[src/common/mainBusPkg.sv]
// Address map, interrupt channel table and input bit positions of the main board.
// Blocks import what they need from here.
package mainBusPkg;

	// Banked ROM window at F800-FFFF
	localparam logic [4:0] BANK_WIN_BASE = 5'b11111;

	// Input and DIP switch read ports
	localparam logic [15:0] ADDR_SYS  = 16'hF603;
	localparam logic [15:0] ADDR_P1   = 16'hF602;
	localparam logic [15:0] ADDR_P2   = 16'hF601;
	localparam logic [15:0] ADDR_DSW2 = 16'hF600;
	localparam logic [7:0]  PAGE_DSW0 = 8'hF2;
	localparam logic [7:0]  PAGE_DSW1 = 8'hF4;

	// Control register write addresses
	localparam logic [15:0] ADDR_IRQCTL  = 16'hE044;
	localparam logic [15:0] ADDR_BANKCTL = 16'hF000;

	// Channel 0 follows tick bit 0 as NMI, the other two share IRQ
	localparam int NUM_IRQ_CH = 3;
	localparam logic [3:0] CH_TICK_BIT [NUM_IRQ_CH] = '{4'd0, 4'd3, 4'd4};
	localparam logic       CH_IS_NMI   [NUM_IRQ_CH] = '{1'b1, 1'b0, 1'b0};

	// System byte layout
	localparam logic [2:0] SYS_COIN    = 3'd0;
	localparam logic [2:0] SYS_P1START = 3'd3;
	localparam logic [2:0] SYS_P2START = 3'd4;

	// Player byte layout, same for both players
	localparam logic [2:0] PL_LEFT  = 3'd0;
	localparam logic [2:0] PL_RIGHT = 3'd1;
	localparam logic [2:0] PL_UP    = 3'd2;
	localparam logic [2:0] PL_DOWN  = 3'd3;
	localparam logic [2:0] PL_BTN_A = 3'd4;
	localparam logic [2:0] PL_BTN_B = 3'd5;
endpackage

[src/common/cpuBusIf.sv]
// CPU bus bundle from the top level to the address decoder and control registers.
interface cpuBusIf;

	logic [15:0] addr;
	logic [7:0]  wdata;
	// Memory cycle, with wr marking a write
	logic        mreq;
	logic        wr;
	// Board-wide enable, qualifies every state update
	logic        clkEn;

	modport source (
		output addr,
		output wdata,
		output mreq,
		output wr,
		output clkEn
	);

	modport sink (
		input addr,
		input wdata,
		input mreq,
		input wr,
		input clkEn
	);
endinterface

[src/design/busDecoder.sv]
// Address decode of the CPU bus: ROM address and valid, input bytes and read data.
// Purely combinational, reads settle in the same cycle.
module busDecoder (
	cpuBusIf.sink       bus,
	input  logic [2:0]  bankSel,
	input  logic [2:0]  sysIn,
	input  logic [5:0]  p1In,
	input  logic [5:0]  p2In,
	input  logic [7:0]  dsw0,
	input  logic [7:0]  dsw1,
	input  logic [7:0]  dsw2,
	input  logic        vidValid,
	input  logic [7:0]  vidRdata,
	input  logic [7:0]  romData,
	output logic [15:0] romAddr,
	output logic        romValid,
	output logic [7:0]  cpuRdata
);
	import mainBusPkg::*;

	logic       inWindow;
	logic       csSys;
	logic       csP1;
	logic       csP2;
	logic       csDsw0;
	logic       csDsw1;
	logic       csDsw2;
	logic [7:0] sysBits;

	// Active high controls into their byte slots, inverted for the bus
	function automatic logic [7:0] packPlayer(input logic [5:0] raw);
		logic [7:0] bits;
		bits = '0;
		bits[PL_LEFT]  = raw[0];
		bits[PL_RIGHT] = raw[1];
		bits[PL_UP]    = raw[2];
		bits[PL_DOWN]  = raw[3];
		bits[PL_BTN_A] = raw[4];
		bits[PL_BTN_B] = raw[5];
		return ~bits;
	endfunction

	assign inWindow = (bus.addr[15:11] == BANK_WIN_BASE);

	// 2 KB banked window, fixed upper ROM, then the lower 32 KB
	always_comb begin
		if (inWindow) begin
			romAddr = {2'b11, bankSel, bus.addr[10:0]};
		end else if (bus.addr[15]) begin
			romAddr = {2'b10, bus.addr[13:0]};
		end else begin
			romAddr = {1'b0, bus.addr[14:0]};
		end
	end

	// C000-F7FF is I/O space, not ROM
	assign romValid = bus.mreq & (inWindow | (bus.addr[15:14] != 2'b11));

	assign csSys  = bus.mreq & (bus.addr == ADDR_SYS);
	assign csP1   = bus.mreq & (bus.addr == ADDR_P1);
	assign csP2   = bus.mreq & (bus.addr == ADDR_P2);
	assign csDsw2 = bus.mreq & (bus.addr == ADDR_DSW2);
	assign csDsw0 = bus.mreq & (bus.addr[15:8] == PAGE_DSW0);
	assign csDsw1 = bus.mreq & (bus.addr[15:8] == PAGE_DSW1);

	always_comb begin
		sysBits = '0;
		sysBits[SYS_COIN]    = sysIn[0];
		sysBits[SYS_P1START] = sysIn[1];
		sysBits[SYS_P2START] = sysIn[2];
	end

	// First match wins, video has top priority
	always_comb begin
		if (vidValid)    cpuRdata = vidRdata;
		else if (romValid) cpuRdata = romData;
		else if (csSys)  cpuRdata = ~sysBits;
		else if (csP1)   cpuRdata = packPlayer(p1In);
		else if (csP2)   cpuRdata = packPlayer(p2In);
		else if (csDsw0) cpuRdata = dsw0;
		else if (csDsw1) cpuRdata = dsw1;
		else if (csDsw2) cpuRdata = dsw2;
		else             cpuRdata = 8'h00;
	end
endmodule

[src/design/ctrlRegs.sv]
// Bank select and interrupt mask registers, written by the CPU.
// maskClear flags the mask bits that a mask write sets to 0.
module ctrlRegs (
	input  logic                                 MCLK,
	input  logic                                 RESET,
	cpuBusIf.sink                                bus,
	output logic [2:0]                           bankSel,
	output logic [mainBusPkg::NUM_IRQ_CH-1:0]    irqMask,
	output logic [mainBusPkg::NUM_IRQ_CH-1:0]    maskClear
);
	import mainBusPkg::*;

	logic wrCycle;
	logic bankWrite;
	logic irqWrite;

	assign wrCycle   = bus.clkEn & bus.mreq & bus.wr;
	assign bankWrite = wrCycle & (bus.addr == ADDR_BANKCTL);
	assign irqWrite  = wrCycle & (bus.addr == ADDR_IRQCTL);

	// Valid during the write cycle, so channels drop on the same edge
	assign maskClear = irqWrite ? ~bus.wdata[NUM_IRQ_CH-1:0] : '0;

	always_ff @(posedge MCLK) begin
		if (RESET) begin
			bankSel <= '0;
			irqMask <= '0;
		end else begin
			// Bank number sits in the top three data bits
			if (bankWrite) begin
				bankSel <= bus.wdata[7:5];
			end
			if (irqWrite) begin
				irqMask <= bus.wdata[NUM_IRQ_CH-1:0];
			end
		end
	end
endmodule

[src/irqGen/vlineTicker.sv]
// Counts 16-line boundaries of the vertical counter for the interrupt channels.
// tickStep pulses once per boundary, fireVec holds the tick bit that rose.
module vlineTicker (
	input  logic       MCLK,
	input  logic       RESET,
	input  logic       clkEn,
	input  logic [8:0] vPos,
	output logic       tickStep,
	output logic [8:0] fireVec
);
	logic [8:0] prevV;
	logic [8:0] tick;
	logic [8:0] tickInc;
	logic       waitSync;
	logic       boundary;

	assign tickInc = tick + 9'd1;

	// New line that is a multiple of 16, seen once per visit
	assign boundary = (vPos != prevV) && (vPos[3:0] == 4'd0);

	always_ff @(posedge MCLK) begin
		if (RESET) begin
			// Start off line 0 so the first line 0 counts
			prevV    <= 9'd1;
			tick     <= '0;
			waitSync <= 1'b1;
			tickStep <= 1'b0;
			fireVec  <= '0;
		end else if (clkEn) begin
			tickStep <= boundary;
			if (boundary) begin
				prevV <= vPos;
				// First frame start after reset aligns the count
				if (waitSync && (vPos == 9'd0)) begin
					tick     <= '0;
					waitSync <= 1'b0;
					fireVec  <= '0;
				end else begin
					tick    <= tickInc;
					// Lowest zero bit of the old count, the one that carries in
					fireVec <= ~tick & tickInc;
				end
			end
		end
	end
endmodule

[src/irqGen/irqChannel.sv]
// One interrupt source: latches its tick bit under the mask at each boundary.
// Instantiated once per entry of the channel table.
module irqChannel (
	input  logic MCLK,
	input  logic RESET,
	input  logic clkEn,
	input  logic tickStep,
	input  logic fire,
	input  logic maskBit,
	input  logic maskClear,
	output logic active
);
	logic loadVal;

	// Masked channels never latch a request
	assign loadVal = fire & maskBit;

	always_ff @(posedge MCLK) begin
		if (RESET) begin
			active <= 1'b0;
		end else if (clkEn) begin
			// Mask removal acknowledges, even against a boundary
			if (maskClear) begin
				active <= 1'b0;
			end else if (tickStep) begin
				// Level holds until the next boundary
				active <= loadVal;
			end
		end
	end
endmodule

[src/irqGen/irqMerge.sv]
// Combines the channel requests onto the CPU NMI and IRQ lines.
// Both lines are registered outputs.
module irqMerge #(
	parameter int NUM_CH = mainBusPkg::NUM_IRQ_CH
) (
	input  logic              MCLK,
	input  logic              RESET,
	input  logic              clkEn,
	input  logic [NUM_CH-1:0] chanActive,
	output logic              nmi,
	output logic              irq
);
	import mainBusPkg::*;

	logic nmiAny;
	logic irqAny;

	// Channel table picks the line for each channel
	always_comb begin
		nmiAny = 1'b0;
		irqAny = 1'b0;
		for (int k = 0; k < NUM_CH; k++) begin
			if (CH_IS_NMI[k]) nmiAny |= chanActive[k];
			else irqAny |= chanActive[k];
		end
	end

	always_ff @(posedge MCLK) begin
		if (RESET) begin
			nmi <= 1'b0;
			irq <= 1'b0;
		end else if (clkEn) begin
			nmi <= nmiAny;
			irq <= irqAny;
		end
	end
endmodule

[src/design/mainBoard.sv]
// Main CPU glue of the arcade board: bus decode, control registers and interrupts.
// The CPU, ROM and video memories connect to the plain ports.
module mainBoard (
	input  logic        MCLK,
	input  logic        RESET,
	input  logic        clkEn,
	input  logic [8:0]  vPos,
	input  logic [15:0] cpuAddr,
	input  logic [7:0]  cpuWdata,
	input  logic        cpuMreq,
	input  logic        cpuWr,
	output logic [7:0]  cpuRdata,
	input  logic [2:0]  sysIn,
	input  logic [5:0]  p1In,
	input  logic [5:0]  p2In,
	input  logic [7:0]  dsw0,
	input  logic [7:0]  dsw1,
	input  logic [7:0]  dsw2,
	input  logic        vidValid,
	input  logic [7:0]  vidRdata,
	output logic [15:0] romAddr,
	output logic        romValid,
	input  logic [7:0]  romData,
	output logic        nmi,
	output logic        irq
);
	import mainBusPkg::*;

	logic [2:0]            bankSel;
	logic [NUM_IRQ_CH-1:0] irqMask;
	logic [NUM_IRQ_CH-1:0] maskClear;
	logic [NUM_IRQ_CH-1:0] chanOut;
	logic                  tickStep;
	logic [8:0]            fireVec;

	cpuBusIf bus ();

	assign bus.addr  = cpuAddr;
	assign bus.wdata = cpuWdata;
	assign bus.mreq  = cpuMreq;
	assign bus.wr    = cpuWr;
	assign bus.clkEn = clkEn;

	busDecoder u_decoder (
		.bus(bus.sink), .bankSel, .sysIn, .p1In, .p2In, .dsw0, .dsw1, .dsw2,
		.vidValid, .vidRdata, .romData, .romAddr, .romValid, .cpuRdata
	);

	ctrlRegs u_ctrl (.MCLK, .RESET, .bus(bus.sink), .bankSel, .irqMask, .maskClear);

	vlineTicker u_ticker (.MCLK, .RESET, .clkEn, .vPos, .tickStep, .fireVec);

	// Each channel watches the tick bit given by the channel table
	for (genvar k = 0; k < NUM_IRQ_CH; k++) begin : gChan
		irqChannel u_chan (
			.MCLK, .RESET, .clkEn, .tickStep,
			.fire(fireVec[CH_TICK_BIT[k]]),
			.maskBit(irqMask[k]),
			.maskClear(maskClear[k]),
			.active(chanOut[k])
		);
	end

	irqMerge #(.NUM_CH(NUM_IRQ_CH)) u_merge (
		.MCLK, .RESET, .clkEn, .chanActive(chanOut), .nmi, .irq
	);
endmodule

[config.mk]
export PLATFORM = sky130hd
export DESIGN_NAME = mainBoard
export DESIGN_NICKNAME = d
export VERILOG_FILES = /design/src/common/mainBusPkg.sv /design/src/common/cpuBusIf.sv /design/src/design/busDecoder.sv /design/src/design/ctrlRegs.sv /design/src/irqGen/vlineTicker.sv /design/src/irqGen/irqChannel.sv /design/src/irqGen/irqMerge.sv /design/src/design/mainBoard.sv
export SDC_FILE = /design/constraint.sdc
export NUM_CORES = 1
export LEC_CHECK = 0
export BUFFER_PORTS_ARGS = -buffer_cell sky130_fd_sc_hd__buf_4
export CAP_MARGIN = 20
export CORE_UTILIZATION = 46
export CTS_BUF_LIST = sky130_fd_sc_hd__clkbuf_8
export DETAILED_ROUTE_END_ITERATION = 10
export GPL_TIMING_DRIVEN = 1
export HOLD_SLACK_MARGIN = 0.02
export PLACE_DENSITY = 0.93
export SYNTH_ARGS = -nofsm -noshare
export SYNTH_HDL_FRONTEND = slang
export SYNTH_SLANG_ARGS = --single-unit
[constraint.sdc]
create_clock -name MCLK -period 1.8 [get_ports MCLK]
set_input_delay 0.27 -clock MCLK [delete_from_list [all_inputs] [get_ports MCLK]]
set_output_delay 0.27 -clock MCLK [all_outputs]
set_load 0.02 [all_outputs]
==> results of run 1 <==
-- registers in the layout, summed over array words and instances, names as in the netlist --
name and count:
u_ticker.waitSync 1, u_ticker.tickStep 1, u_merge.nmi 1, u_ticker.prevV 9, u_ticker.fireVec 3, u_ctrl.irqMask 3
gChan.u_chan.active 3, u_merge.irq 1, u_ticker.tick 4, u_ctrl.bankSel 3
-- per-stage QoR --
| step | hold WS (ns) | util (%) | setup TNS [ns] | total power, W |
|---|---|---|---|---|
| floorplan | 0.4139 | - | 0 | 0.0008669 |
| global placement | 0.4383 | 71.09 | -1.107 | 0.001132 |
| detailed placement | 0.4520 | 71.09 | -1.497 | 0.001143 |
| CTS | 0.2307 | 76.70 | -0.1277 | 0.001761 |
| global route | 0.2584 | 77.58 | -1.545 | 0.001833 |
| finish | 0.2355 | 77.58 | -1.130 | 0.001773 |
-- power by group --
part / switching [W] / total (W) / leakage, nW / internal [W]
Sequential: 0.00000372 / 0.000650 / 0.234 / 0.000647
Combinational: 0.000249 / 0.000526 / 1.21 / 0.000277
Clock: 0.000251 / 0.000596 / 0.0542 / 0.000345
Total: 0.000504 / 0.00177 / 1.49 / 0.00127
-- logic make-up (layout without fill, tap and decap cells) --
group,count (synthesis),after routing
AO/OA/AOI/OAI,75,75
XOR/XNOR,10,10
adder cells (fa/ha/maj),3,3
buffers and inverters,40,167
flip-flops,29,29
multiplexers,17,17
AND/OR/NAND/NOR,92,93
-- tightest hold or removal path, stage by stage --
cell	delay, ns
buf_4	0.08
mux2i_1	0.06
nor2_1	0.08
-- worst paths after layout --
check	startpoint	slack [ns]	cells past startpoint	to
min	cpuWdata[5]	0.24	3	u_ctrl.bankSel[0]
max reg2reg	u_ticker.prevV[1]	0.11	6	u_ticker.prevV[6]
max	cpuAddr[11]	-0.19	7	cpuRdata[5]
min reg2reg	u_ticker.fireVec[3]	0.46	2	u_ticker.fireVec[3]
-- layer usage --
layer | share of wire, % | global-route usage, % | up-vias
met1 | 35 | 30.54 | 1226
met5 | 0 | 0 | -
li1 | - | - | 1213
met3 | 7.4 | 6.926 | 26
met4 | 3.7 | 15.78 | 0
met2 | 54 | 57.48 | 136
-- cell usage after synthesis, types with 4 or more instances --
cell,number,area (um^2)
clkbuf_1,9,33.78
nand2b_1,4,25.02
xnor2_1,9,78.83
o221ai_1,6,52.55
nor2_1,21,78.83
nand3_1,6,30.03
o21ai_0,10,50.05
inv_1,14,52.55
buf_4,12,90.09
a21oi_1,29,145.1
and2_1,4,25.02
buf_2,4,20.02
mux2i_1,17,170.2
o22ai_1,5,31.28
a22oi_1,5,37.54
dfxtp_1,29,580.6
nand2_1,21,78.83
-- what timing repair did --
action	in CTS	in global routing
endpoints found under the setup margin	9	8
cloned	1	0
hold endpoints to repair	0	0
pin swaps	14	6
buffers inserted	2	1
gates resized for setup	27	6
-- cell usage in the layout (no fill, tap or decap), types with 4 or more instances in the layout --
| master | n |
|---|---|
| a21oi_1 | 26 |
| a22oi_1 | 4 |
| and2_1 | 4 |
| buf_4 | 137 |
| buf_6 | 7 |
| clkbuf_8 | 7 |
| dfxtp_1 | 29 |
| inv_1 | 14 |
| mux2i_1 | 17 |
| nand2_1 | 20 |
| nand3_1 | 6 |
| nor2_1 | 20 |
| o21ai_0 | 10 |
| o221ai_2 | 5 |
| o22ai_1 | 4 |
| xnor2_1 | 9 |
-- cell type report --
type | instances | area (um^2)
clock inverter | 1 | 5.005
tap | 52 | 65.06
sequential | 29 | 580.6
timing repair buffer | 145 | 1122
inverter | 14 | 52.55
fill | 288 | 989.7
multi-input combinational | 198 | 1503
clock buffer | 7 | 96.34
==> flow_metrics.tcl, run 1 <==
set metrics [dict create \
    htree_levels 2 \
    grt_usage_pct 30.37 \
    ys_warn_count 0 \
    port_buffers 118 \
    p_leak_nw 1.494 \
    crit_required_ns 1.53 \
    synth.distinct_cells 53 \
    route.detailed.drc 0 \
    crit_path_frequent_cell "buf_4" \
    synthesis.nets 363 \
    slowest_stage "nand4b_1" \
    grt_pass1_wl_mm 11.71 \
    syn-cell-area_mm2 0.002131 \
    cts-root-buf "clkbuf_8" \
    core_mm2 0.004414 \
    grt_max_degree 28 \
    clkTransAtPathRegs_ns 0.06 \
    first_iter_violations 136 \
    drv_slew 0 \
    final_cells 446 \
    die_x_um 70.06 \
    cts_buffers 5 \
    skew_ns 0.004820 \
    worst_hold_path_type "in2reg" \
    fin_area_mm2 0.003425 \
    dr.pass1.iters 4 \
    max_freq_mhz 503.3 \
    cpPeakStageDelay_ns 0.31 \
    postLayoutSetupSlackWorst_ns -0.1867 \
    pre_cts_ws_ns -0.1780 \
    rsz0062_at_grt "true" \
    synth-edff-count 0 \
    crit_arrival_ns 1.72 \
    die-area_mm2 0.004908 \
    violations "negative setup slack" \
    cts_buffer_depth 2 \
    yosysSeqAreaShare_pct 27.25 \
    start_util_pct 48.27 \
    via_per_inst 5.832 \
    placed_area_mm2 0.003138 \
    maxSlewHeadroom_pct 75.62 \
    syn_inst 266 \
    area_growth_pct 60.72 \
    p_per_area_mw_per_mm2 517.7 \
    synth_top_family_by_area "simple AND/OR/NAND/NOR gates" \
    grt_overflow 0 \
    path_class "in2out" \
    crit_path_end_kind "output port" \
    start_kind "primary input" \
    synth_mux_area_share_pct 7.986 \
    cts_tree "built" \
    worstMarginPinSlew_ns 0.3565 \
    dp.cells 434 \
    cts_hold_buf 0 \
    layout-drive-gt1-share_pct 46.70 \
    routedWlPerCell_um 17.65 \
    syn-mean-instance-area_um2 8.011 \
    setup_violations 8 \
    grt_pass1_vias 2539 \
    yosys_most_used_dff "dfxtp_1" \
    die_y_um 70.06 \
    postSynth.asyncResetShare_pct 0 \
    synth-xor-area-share_pct 4.110 \
    cts_sinks 29 \
    place_hpwl_mm 5.339 \
    cap_violations 0 \
    synth-seq-cells 29 \
    path_max_fanout 7 \
    status "complete, but fails checks" \
    path_buf_inv 2 \
    rows 24 \
    drt-total-wl_mm 7.874 \
    vias 2601 \
    synth-simple-area-share_pct 27.66 \
    ant_nets 0 \
    final-hold-violation-count 0 \
    post-route-period-util_pct 110.4 \
    ir_worst_vdd_mv 0.5174 \
    path_cells "buf_4 -> nor4b_4 -> nand4b_1 -> o22ai_1 -> o211ai_1 -> a31oi_1 -> buf_4" \
    layout.nets 490 \
    insertion_delay_ns 0.29 \
    boundaryPins 121 \
    diodes 0 \
    place.gp.congestion 0.8612 \
    crit_family "simple AND/OR/NAND/NOR gates" \
    synthAdderAreaFrac_pct 1.762 \
    antenna_found_initial 0 \
    synth_compound_area_share_pct 21.84 \
    period_needed_ns 1.987 \
]
(Power assumes the default switching activity.)
==> run 2: changes to the inputs <==
--- a/config.mk
+++ b/config.mk
@@ -7,12 +7,15 @@
 export LEC_CHECK = 0
 export BUFFER_PORTS_ARGS = -buffer_cell sky130_fd_sc_hd__buf_4
 export CAP_MARGIN = 20
-export CORE_UTILIZATION = 46
+export CELL_PAD_IN_SITES_DETAIL_PLACEMENT = 0
+export CELL_PAD_IN_SITES_GLOBAL_PLACEMENT = 1
+export CORE_UTILIZATION = 31
 export CTS_BUF_LIST = sky130_fd_sc_hd__clkbuf_8
 export DETAILED_ROUTE_END_ITERATION = 10
+export GPL_ROUTABILITY_DRIVEN = 1
 export GPL_TIMING_DRIVEN = 1
 export HOLD_SLACK_MARGIN = 0.02
-export PLACE_DENSITY = 0.93
+export PLACE_DENSITY = 0.92
 export SYNTH_ARGS = -nofsm -noshare
 export SYNTH_HDL_FRONTEND = slang
 export SYNTH_SLANG_ARGS = --single-unit
==> run 2 against run 1 <==
  * The flow finishes with violations (design-rule violations, negative setup slack)
  * Fmax is 5.2% higher
  * Flip-flop and latch count stayed put
  * Global-route usage decreased by 11 points
  * Clock skew fell by 0.0015 ns
  * Critical path depth unchanged
  * First-iteration DRC count fell by 38%
  * Die area grew 47%
  * Setup slack gained 0.097 ns
  * Cell count up 7.8%
  * Largest cell class unchanged
==> flow_metrics.tcl, run 2 (same netlist as run 1, synthesis figures left out) <==
set metrics [dict create \
    path_buf_inv 2 \
    antenna_found_initial 0 \
    crit_path_start "cpuAddr[11]" \
    setup_violations 8 \
    p_per_area_mw_per_mm2 476.0 \
    grt_pass1_wl_mm 11.27 \
    p_seq_share_pct 38.7 \
    port_buffers 118 \
    whs_path_depth 3 \
    maxSlewHeadroom_pct 77.43 \
    rsz0062_at_grt "true" \
    post-route-period-util_pct 105.0 \
    path_max_fanout 3 \
    cts_sinks 29 \
    die-area_mm2 0.007209 \
    p_sw_w 0.0004835 \
    grt_max_degree 28 \
    boundaryPins 121 \
    routedWlPerCell_um 14.89 \
    p_int_w 0.001194 \
    cts_buffers 5 \
    cp-endpoint "cpuRdata[4]" \
    place.gp.congestion 0.8298 \
    dr.pass1.iters 8 \
    final_cells 481 \
    layout.nets 500 \
    path_cells "buf_8 -> nor4b_4 -> and4b_2 -> and3_4 -> a21oi_2 -> o221ai_2 -> buf_6" \
    cpPeakStageDelay_ns 0.32 \
    regMostFlops "u_ticker.prevV" \
    layout-drive-gt1-share_pct 48.27 \
    area_growth_pct 65.41 \
    grt_pass1_vias 2515 \
    cts_hold_buf 0 \
    regToRegSetupSlack_ns 0.13 \
    max_freq_mhz 529.3 \
    reg.largest.list "u_ticker.prevV (9), u_ticker.tick (4)" \
    dp.cells 468 \
    first_iter_violations 84 \
    cap_violations 0 \
    ir_worst_vdd_mv 0.4958 \
    period_needed_ns 1.889 \
    violations "design-rule violations, negative setup slack" \
    cp.depth 7 \
    p_leak_nw 1.540 \
    diodes 0 \
    path_class "in2out" \
    layout_commonest_cell "buf_4" \
    drv_slew 0 \
    status "complete, but fails checks" \
    cts-root-buf "clkbuf_8" \
    start_kind "primary input" \
    reg2reg_to "u_ticker.prevV[2]" \
    cts_buffer_depth 2 \
    combPwrFrac_pct 31.3 \
    clkTransAtPathRegs_ns 0.06 \
    clockPowerShare_pct 29.9 \
    htree_levels 2 \
    r2r_start "u_ticker.prevV[5]" \
    postLayoutSetupSlackWorst_ns -0.08939 \
    die_x_um 84.91 \
    crit_arrival_ns 1.62 \
    grt_usage_pct 19.28 \
    rows 29 \
    rr_worst_depth 6 \
    drt-total-wl_mm 7.163 \
    skew_ns 0.003368 \
    worstMarginPinSlew_ns 0.3300 \
    crit_path_end_kind "output port" \
    slowest_stage "and4b_2" \
    grt_overflow 0 \
    insertion_delay_ns 0.28 \
    swShare_pct 28.82 \
    crit_family "simple AND/OR/NAND/NOR gates" \
    cts_tree "built" \
    core_mm2 0.006495 \
    ant_nets 0 \
    via_per_inst 5.094 \
    vias 2450 \
    start_util_pct 32.81 \
    place_hpwl_mm 5.666 \
    final_core_util_pct 54.27 \
    route.detailed.drc 15 \
    layout_common_cells "buf_4, dfxtp_1, a21oi_1, nand2_1, nor2_1" \
    crit_required_ns 1.53 \
    worst_hold_path_type "in2reg" \
    largest_reg_flops 9 \
    die_y_um 84.91 \
    final-hold-violation-count 0 \
]
run 2: area by class of cell:
class                   instances  area (um^2)
clock inverters                 3        13.76
flip-flops and latches         29        580.6
well taps                      77        96.34
clock buffers                   5        68.82
inverters                      14        52.55
repair buffers                156         1224
fillers                       592         2970
multi-input cells             197         1489
run 2: tightest hold or removal path: stages:
cell and delay (ns):
buf_4 0.08, mux2i_1 0.05, nor2_1 0.07
run 2: power groups by stage:
stage / combinational [W] / clock [W] / sequential, W
final: 0.000526 / 0.000502 / 0.000650
after global routing: 0.000562 / 0.000541 / 0.000650
after CTS: 0.000519 / 0.000513 / 0.000650
after detailed placement: 0.000491 / 0 / 0.000664
after global placement: 0.000486 / 0 / 0.000664
after floorplan: 0.000202 / 0 / 0.000665
run 2: how the worst min path moves through the flow:
stage	from	end
3_5_place_dp	u_ticker.tick[4]	u_ticker.tick[4]
4_1_cts	cpuWdata[6]	u_ctrl.bankSel[1]
3_3_place_gp	u_ticker.waitSync	u_ticker.waitSync
5_1_grt	cpuWdata[5]	u_ctrl.bankSel[0]
6_report	cpuWdata[6]	u_ctrl.bankSel[1]
2_1_floorplan	vPos[5]	u_ticker.prevV[5]
run 2: metal layers:
layer	global-route usage, %	wire, um
met2	36.95	3706
met3	4.183	506
met1	20.44	2748
met4	7.550	201
met5	0	0
run 2: repair_timing:
action | 4_1_cts | 5_1_grt
buffers inserted | 5 | 0
gates resized for setup | 28 | 10
pin swaps | 14 | 7
endpoints found under the hold margin | 0 | 0
endpoints found under the setup margin | 8 | 15
run 2: metrics by stage:
| step | total power (W) | hold WS, ns | cell area, um^2 | setup WS [ns] | setup TNS (ns) |
|---|---|---|---|---|---|
| 6_report | 0.001678 | 0.2305 | 3525 | -0.08939 | -0.5925 |
| 5_1_grt | 0.001753 | 0.2574 | 3525 | -0.1633 | -1.132 |
| 4_1_cts | 0.001682 | 0.2312 | 3481 | -0.09408 | -0.6211 |
| 3_5_place_dp | 0.001155 | 0.4505 | 3237 | -0.2587 | -1.649 |
| 3_3_place_gp | 0.001150 | 0.4372 | 3237 | -0.2274 | -1.537 |
| 2_1_floorplan | 0.0008669 | 0.4139 | 2150 | 0.004822 | 0 |
==> run 3: changes to the inputs <==
--- a/config.mk
+++ b/config.mk
@@ -9,6 +9,8 @@
 export CAP_MARGIN = 20
 export CELL_PAD_IN_SITES_DETAIL_PLACEMENT = 0
 export CELL_PAD_IN_SITES_GLOBAL_PLACEMENT = 1
+export CORE_ASPECT_RATIO = 1.5
+export CORE_MARGIN = 2
 export CORE_UTILIZATION = 31
 export CTS_BUF_LIST = sky130_fd_sc_hd__clkbuf_8
 export DETAILED_ROUTE_END_ITERATION = 10
==> run 3 against run 2 <==
  * The run ends with negative setup slack left
  * Global-route usage down 0.41 points
  * Count of clock-buffer cells in the layout unchanged
  * Critical path depth up 1
  * Flip-flop and latch count unchanged
==> flow_metrics.tcl, run 3 (same netlist as run 1, synthesis figures left out) <==
set metrics [dict create \
    grt_overflow 0 \
    crit_arrival_ns 1.72 \
    grt_usage_pct 18.87 \
    p_per_area_mw_per_mm2 474.3 \
    crit_path_end_kind "output port" \
    area_growth_pct 65.00 \
    whs_path_depth 3 \
    rows 37 \
    hold_ws_ns 0.2208 \
    p_leak_nw 1.528 \
    path_class "in2out" \
    path_max_fanout 5 \
    port_buffers 118 \
    path_cells "buf_6 -> nor4b_4 -> nand4b_1 -> buf_6 -> o22ai_1 -> o211ai_1 -> a31oi_1 -> buf_4" \
    grt_max_degree 28 \
    r2r_start "u_ticker.prevV[5]" \
    skew_ns 0.005004 \
    layout-drive-gt1-share_pct 47.76 \
    die_y_um 105.5 \
    cts_tree "built" \
    layout.nets 498 \
    crit_family "simple AND/OR/NAND/NOR gates" \
    hold_end "u_ctrl.bankSel[0]" \
    routedWlPerCell_um 15.36 \
    core_mm2 0.006759 \
    boundaryPins 121 \
    largest_reg_flops 9 \
    reg2reg_to "u_ticker.prevV[1]" \
    regToRegSetupSlack_ns 0.16 \
    antenna_found_initial 0 \
    cts_hold_buf 0 \
    drt-total-wl_mm 7.373 \
    cpPeakStageDelay_ns 0.35 \
    layout_common_cells "buf_4, dfxtp_1, a21oi_1, nor2_1, nand2_1" \
    start_util_pct 31.53 \
    start_kind "primary input" \
    max_freq_mhz 503.1 \
    via_per_inst 5.138 \
    violations "negative setup slack" \
    cap_violations 0 \
    diodes 0 \
    min-delay-start "cpuWdata[5]" \
    final-hold-violation-count 0 \
    reg.largest.list "u_ticker.prevV (9), u_ticker.tick (4)" \
    path_buf_inv 3 \
    cts_sinks 29 \
    crit_required_ns 1.53 \
    clkTransAtPathRegs_ns 0.06 \
    status "complete, but fails checks" \
    post-route-period-util_pct 110.4 \
    vias 2466 \
    route.detailed.drc 0 \
    worst_hold_path_type "in2reg" \
    worstMarginPinSlew_ns 0.4270 \
    insertion_delay_ns 0.28 \
    setup_violations 8 \
    ant_nets 0 \
    crit_path_frequent_cell "buf_6" \
    ir_worst_vdd_mv 0.5468 \
    htree_levels 2 \
    grt_pass1_wl_mm 11.39 \
    first_iter_violations 84 \
    rr_worst_depth 6 \
    period_needed_ns 1.988 \
    maxSlewHeadroom_pct 71.23 \
    place.gp.congestion 0.9156 \
    grt_pass1_vias 2412 \
    rsz0062_at_grt "true" \
    fin_setup_tns_ns -0.8526 \
    die-area_mm2 0.007567 \
    dr.pass1.iters 4 \
    cts_buffer_depth 2 \
    regMostFlops "u_ticker.prevV" \
    slowest_stage "nor4b_4" \
    drv_slew 0 \
    die_x_um 71.70 \
    cts_buffers 5 \
    postLayoutSetupSlackWorst_ns -0.1878 \
    cts-root-buf "clkbuf_8" \
    fill_cells 633 \
    layout_commonest_cell "buf_4" \
    place_hpwl_mm 5.930 \
]
==> run 3: worst max path at each step <==
stage	end	cells after the start	slack (ns)	start
after CTS	cpuRdata[3]	7	-0.16	cpuAddr[4]
after floorplan	cpuRdata[1]	4	0.005	cpuAddr[13]
after global placement	cpuRdata[0]	7	-0.22	cpuAddr[11]
after global routing	cpuRdata[1]	8	-0.28	cpuAddr[8]
final	cpuRdata[1]	8	-0.19	cpuAddr[8]
after detailed placement	cpuRdata[0]	7	-0.26	cpuAddr[11]
==> run 3: per-stage QoR <==
| step | util (%) | worst slack, ns | instances | area, um^2 | power (W) |
|---|---|---|---|---|---|
| 2_1_floorplan | - | 0.004822 | 266 | 2150 | 0.0008669 |
| 3_3_place_gp | 47.69 | -0.2165 | 467 | 3223 | 0.001150 |
| 3_5_place_dp | 47.69 | -0.2571 | 467 | 3223 | 0.001155 |
| 4_1_cts | 50.57 | -0.1566 | 478 | 3418 | 0.001661 |
| 5_1_grt | 52.02 | -0.2789 | 480 | 3516 | 0.001738 |
| 6_report | 52.02 | -0.1878 | 480 | 3516 | 0.001668 |
==> run 3: worst reg2reg max path, delay by kind of cell (launching register included) <==
kind | cells | cell delay, ns
and+or+nand+nor | 3 | 0.53
DFF | 1 | 0.32
xor gates and xnor gates | 1 | 0.19
AOI/OAI and AO/OA | 1 | 0.33
buffers and inverters | 1 | 0.23
==> run 3: final cells by class <==
type / instances / area [um^2] / area share, %
Multi-Input combinational cell: 197 / 1513 / 43.02
Clock buffer: 5 / 68.82 / 1.957
Tap cell: 78 / 97.59 / 2.776
Timing Repair Buffer: 154 / 1190 / 33.84
Clock inverter: 3 / 13.76 / 0.3915
Inverter: 14 / 52.55 / 1.495
Sequential cell: 29 / 580.6 / 16.51
==> run 3: repair_timing <==
item | 4_1_cts | 5_1_grt
gates resized for setup | 21 | 14
pin swaps | 17 | 17
setup buffers | 4 | 2
gates cloned | 0 | 0
setup endpoints to repair | 8 | 14
==> run 3: routing by layer <==
metal | vias to the layer above | global-route usage (%) | wire, um
met5 | - | 0 | 0
met4 | 0 | 6.469 | 193
met3 | 13 | 4.493 | 625
met2 | 103 | 36.31 | 3968
met1 | 1122 | 19.12 | 2586
li1 | 1228 | - | -
==> run 3: where the power goes <==
part / total [W] / switching [W] / internal, W
logic: 0.000522 / 0.000242 / 0.000279
clock network: 0.000496 / 0.000235 / 0.000261
registers: 0.000650 / 0.00000342 / 0.000647
total: 0.00167 / 0.000481 / 0.00119
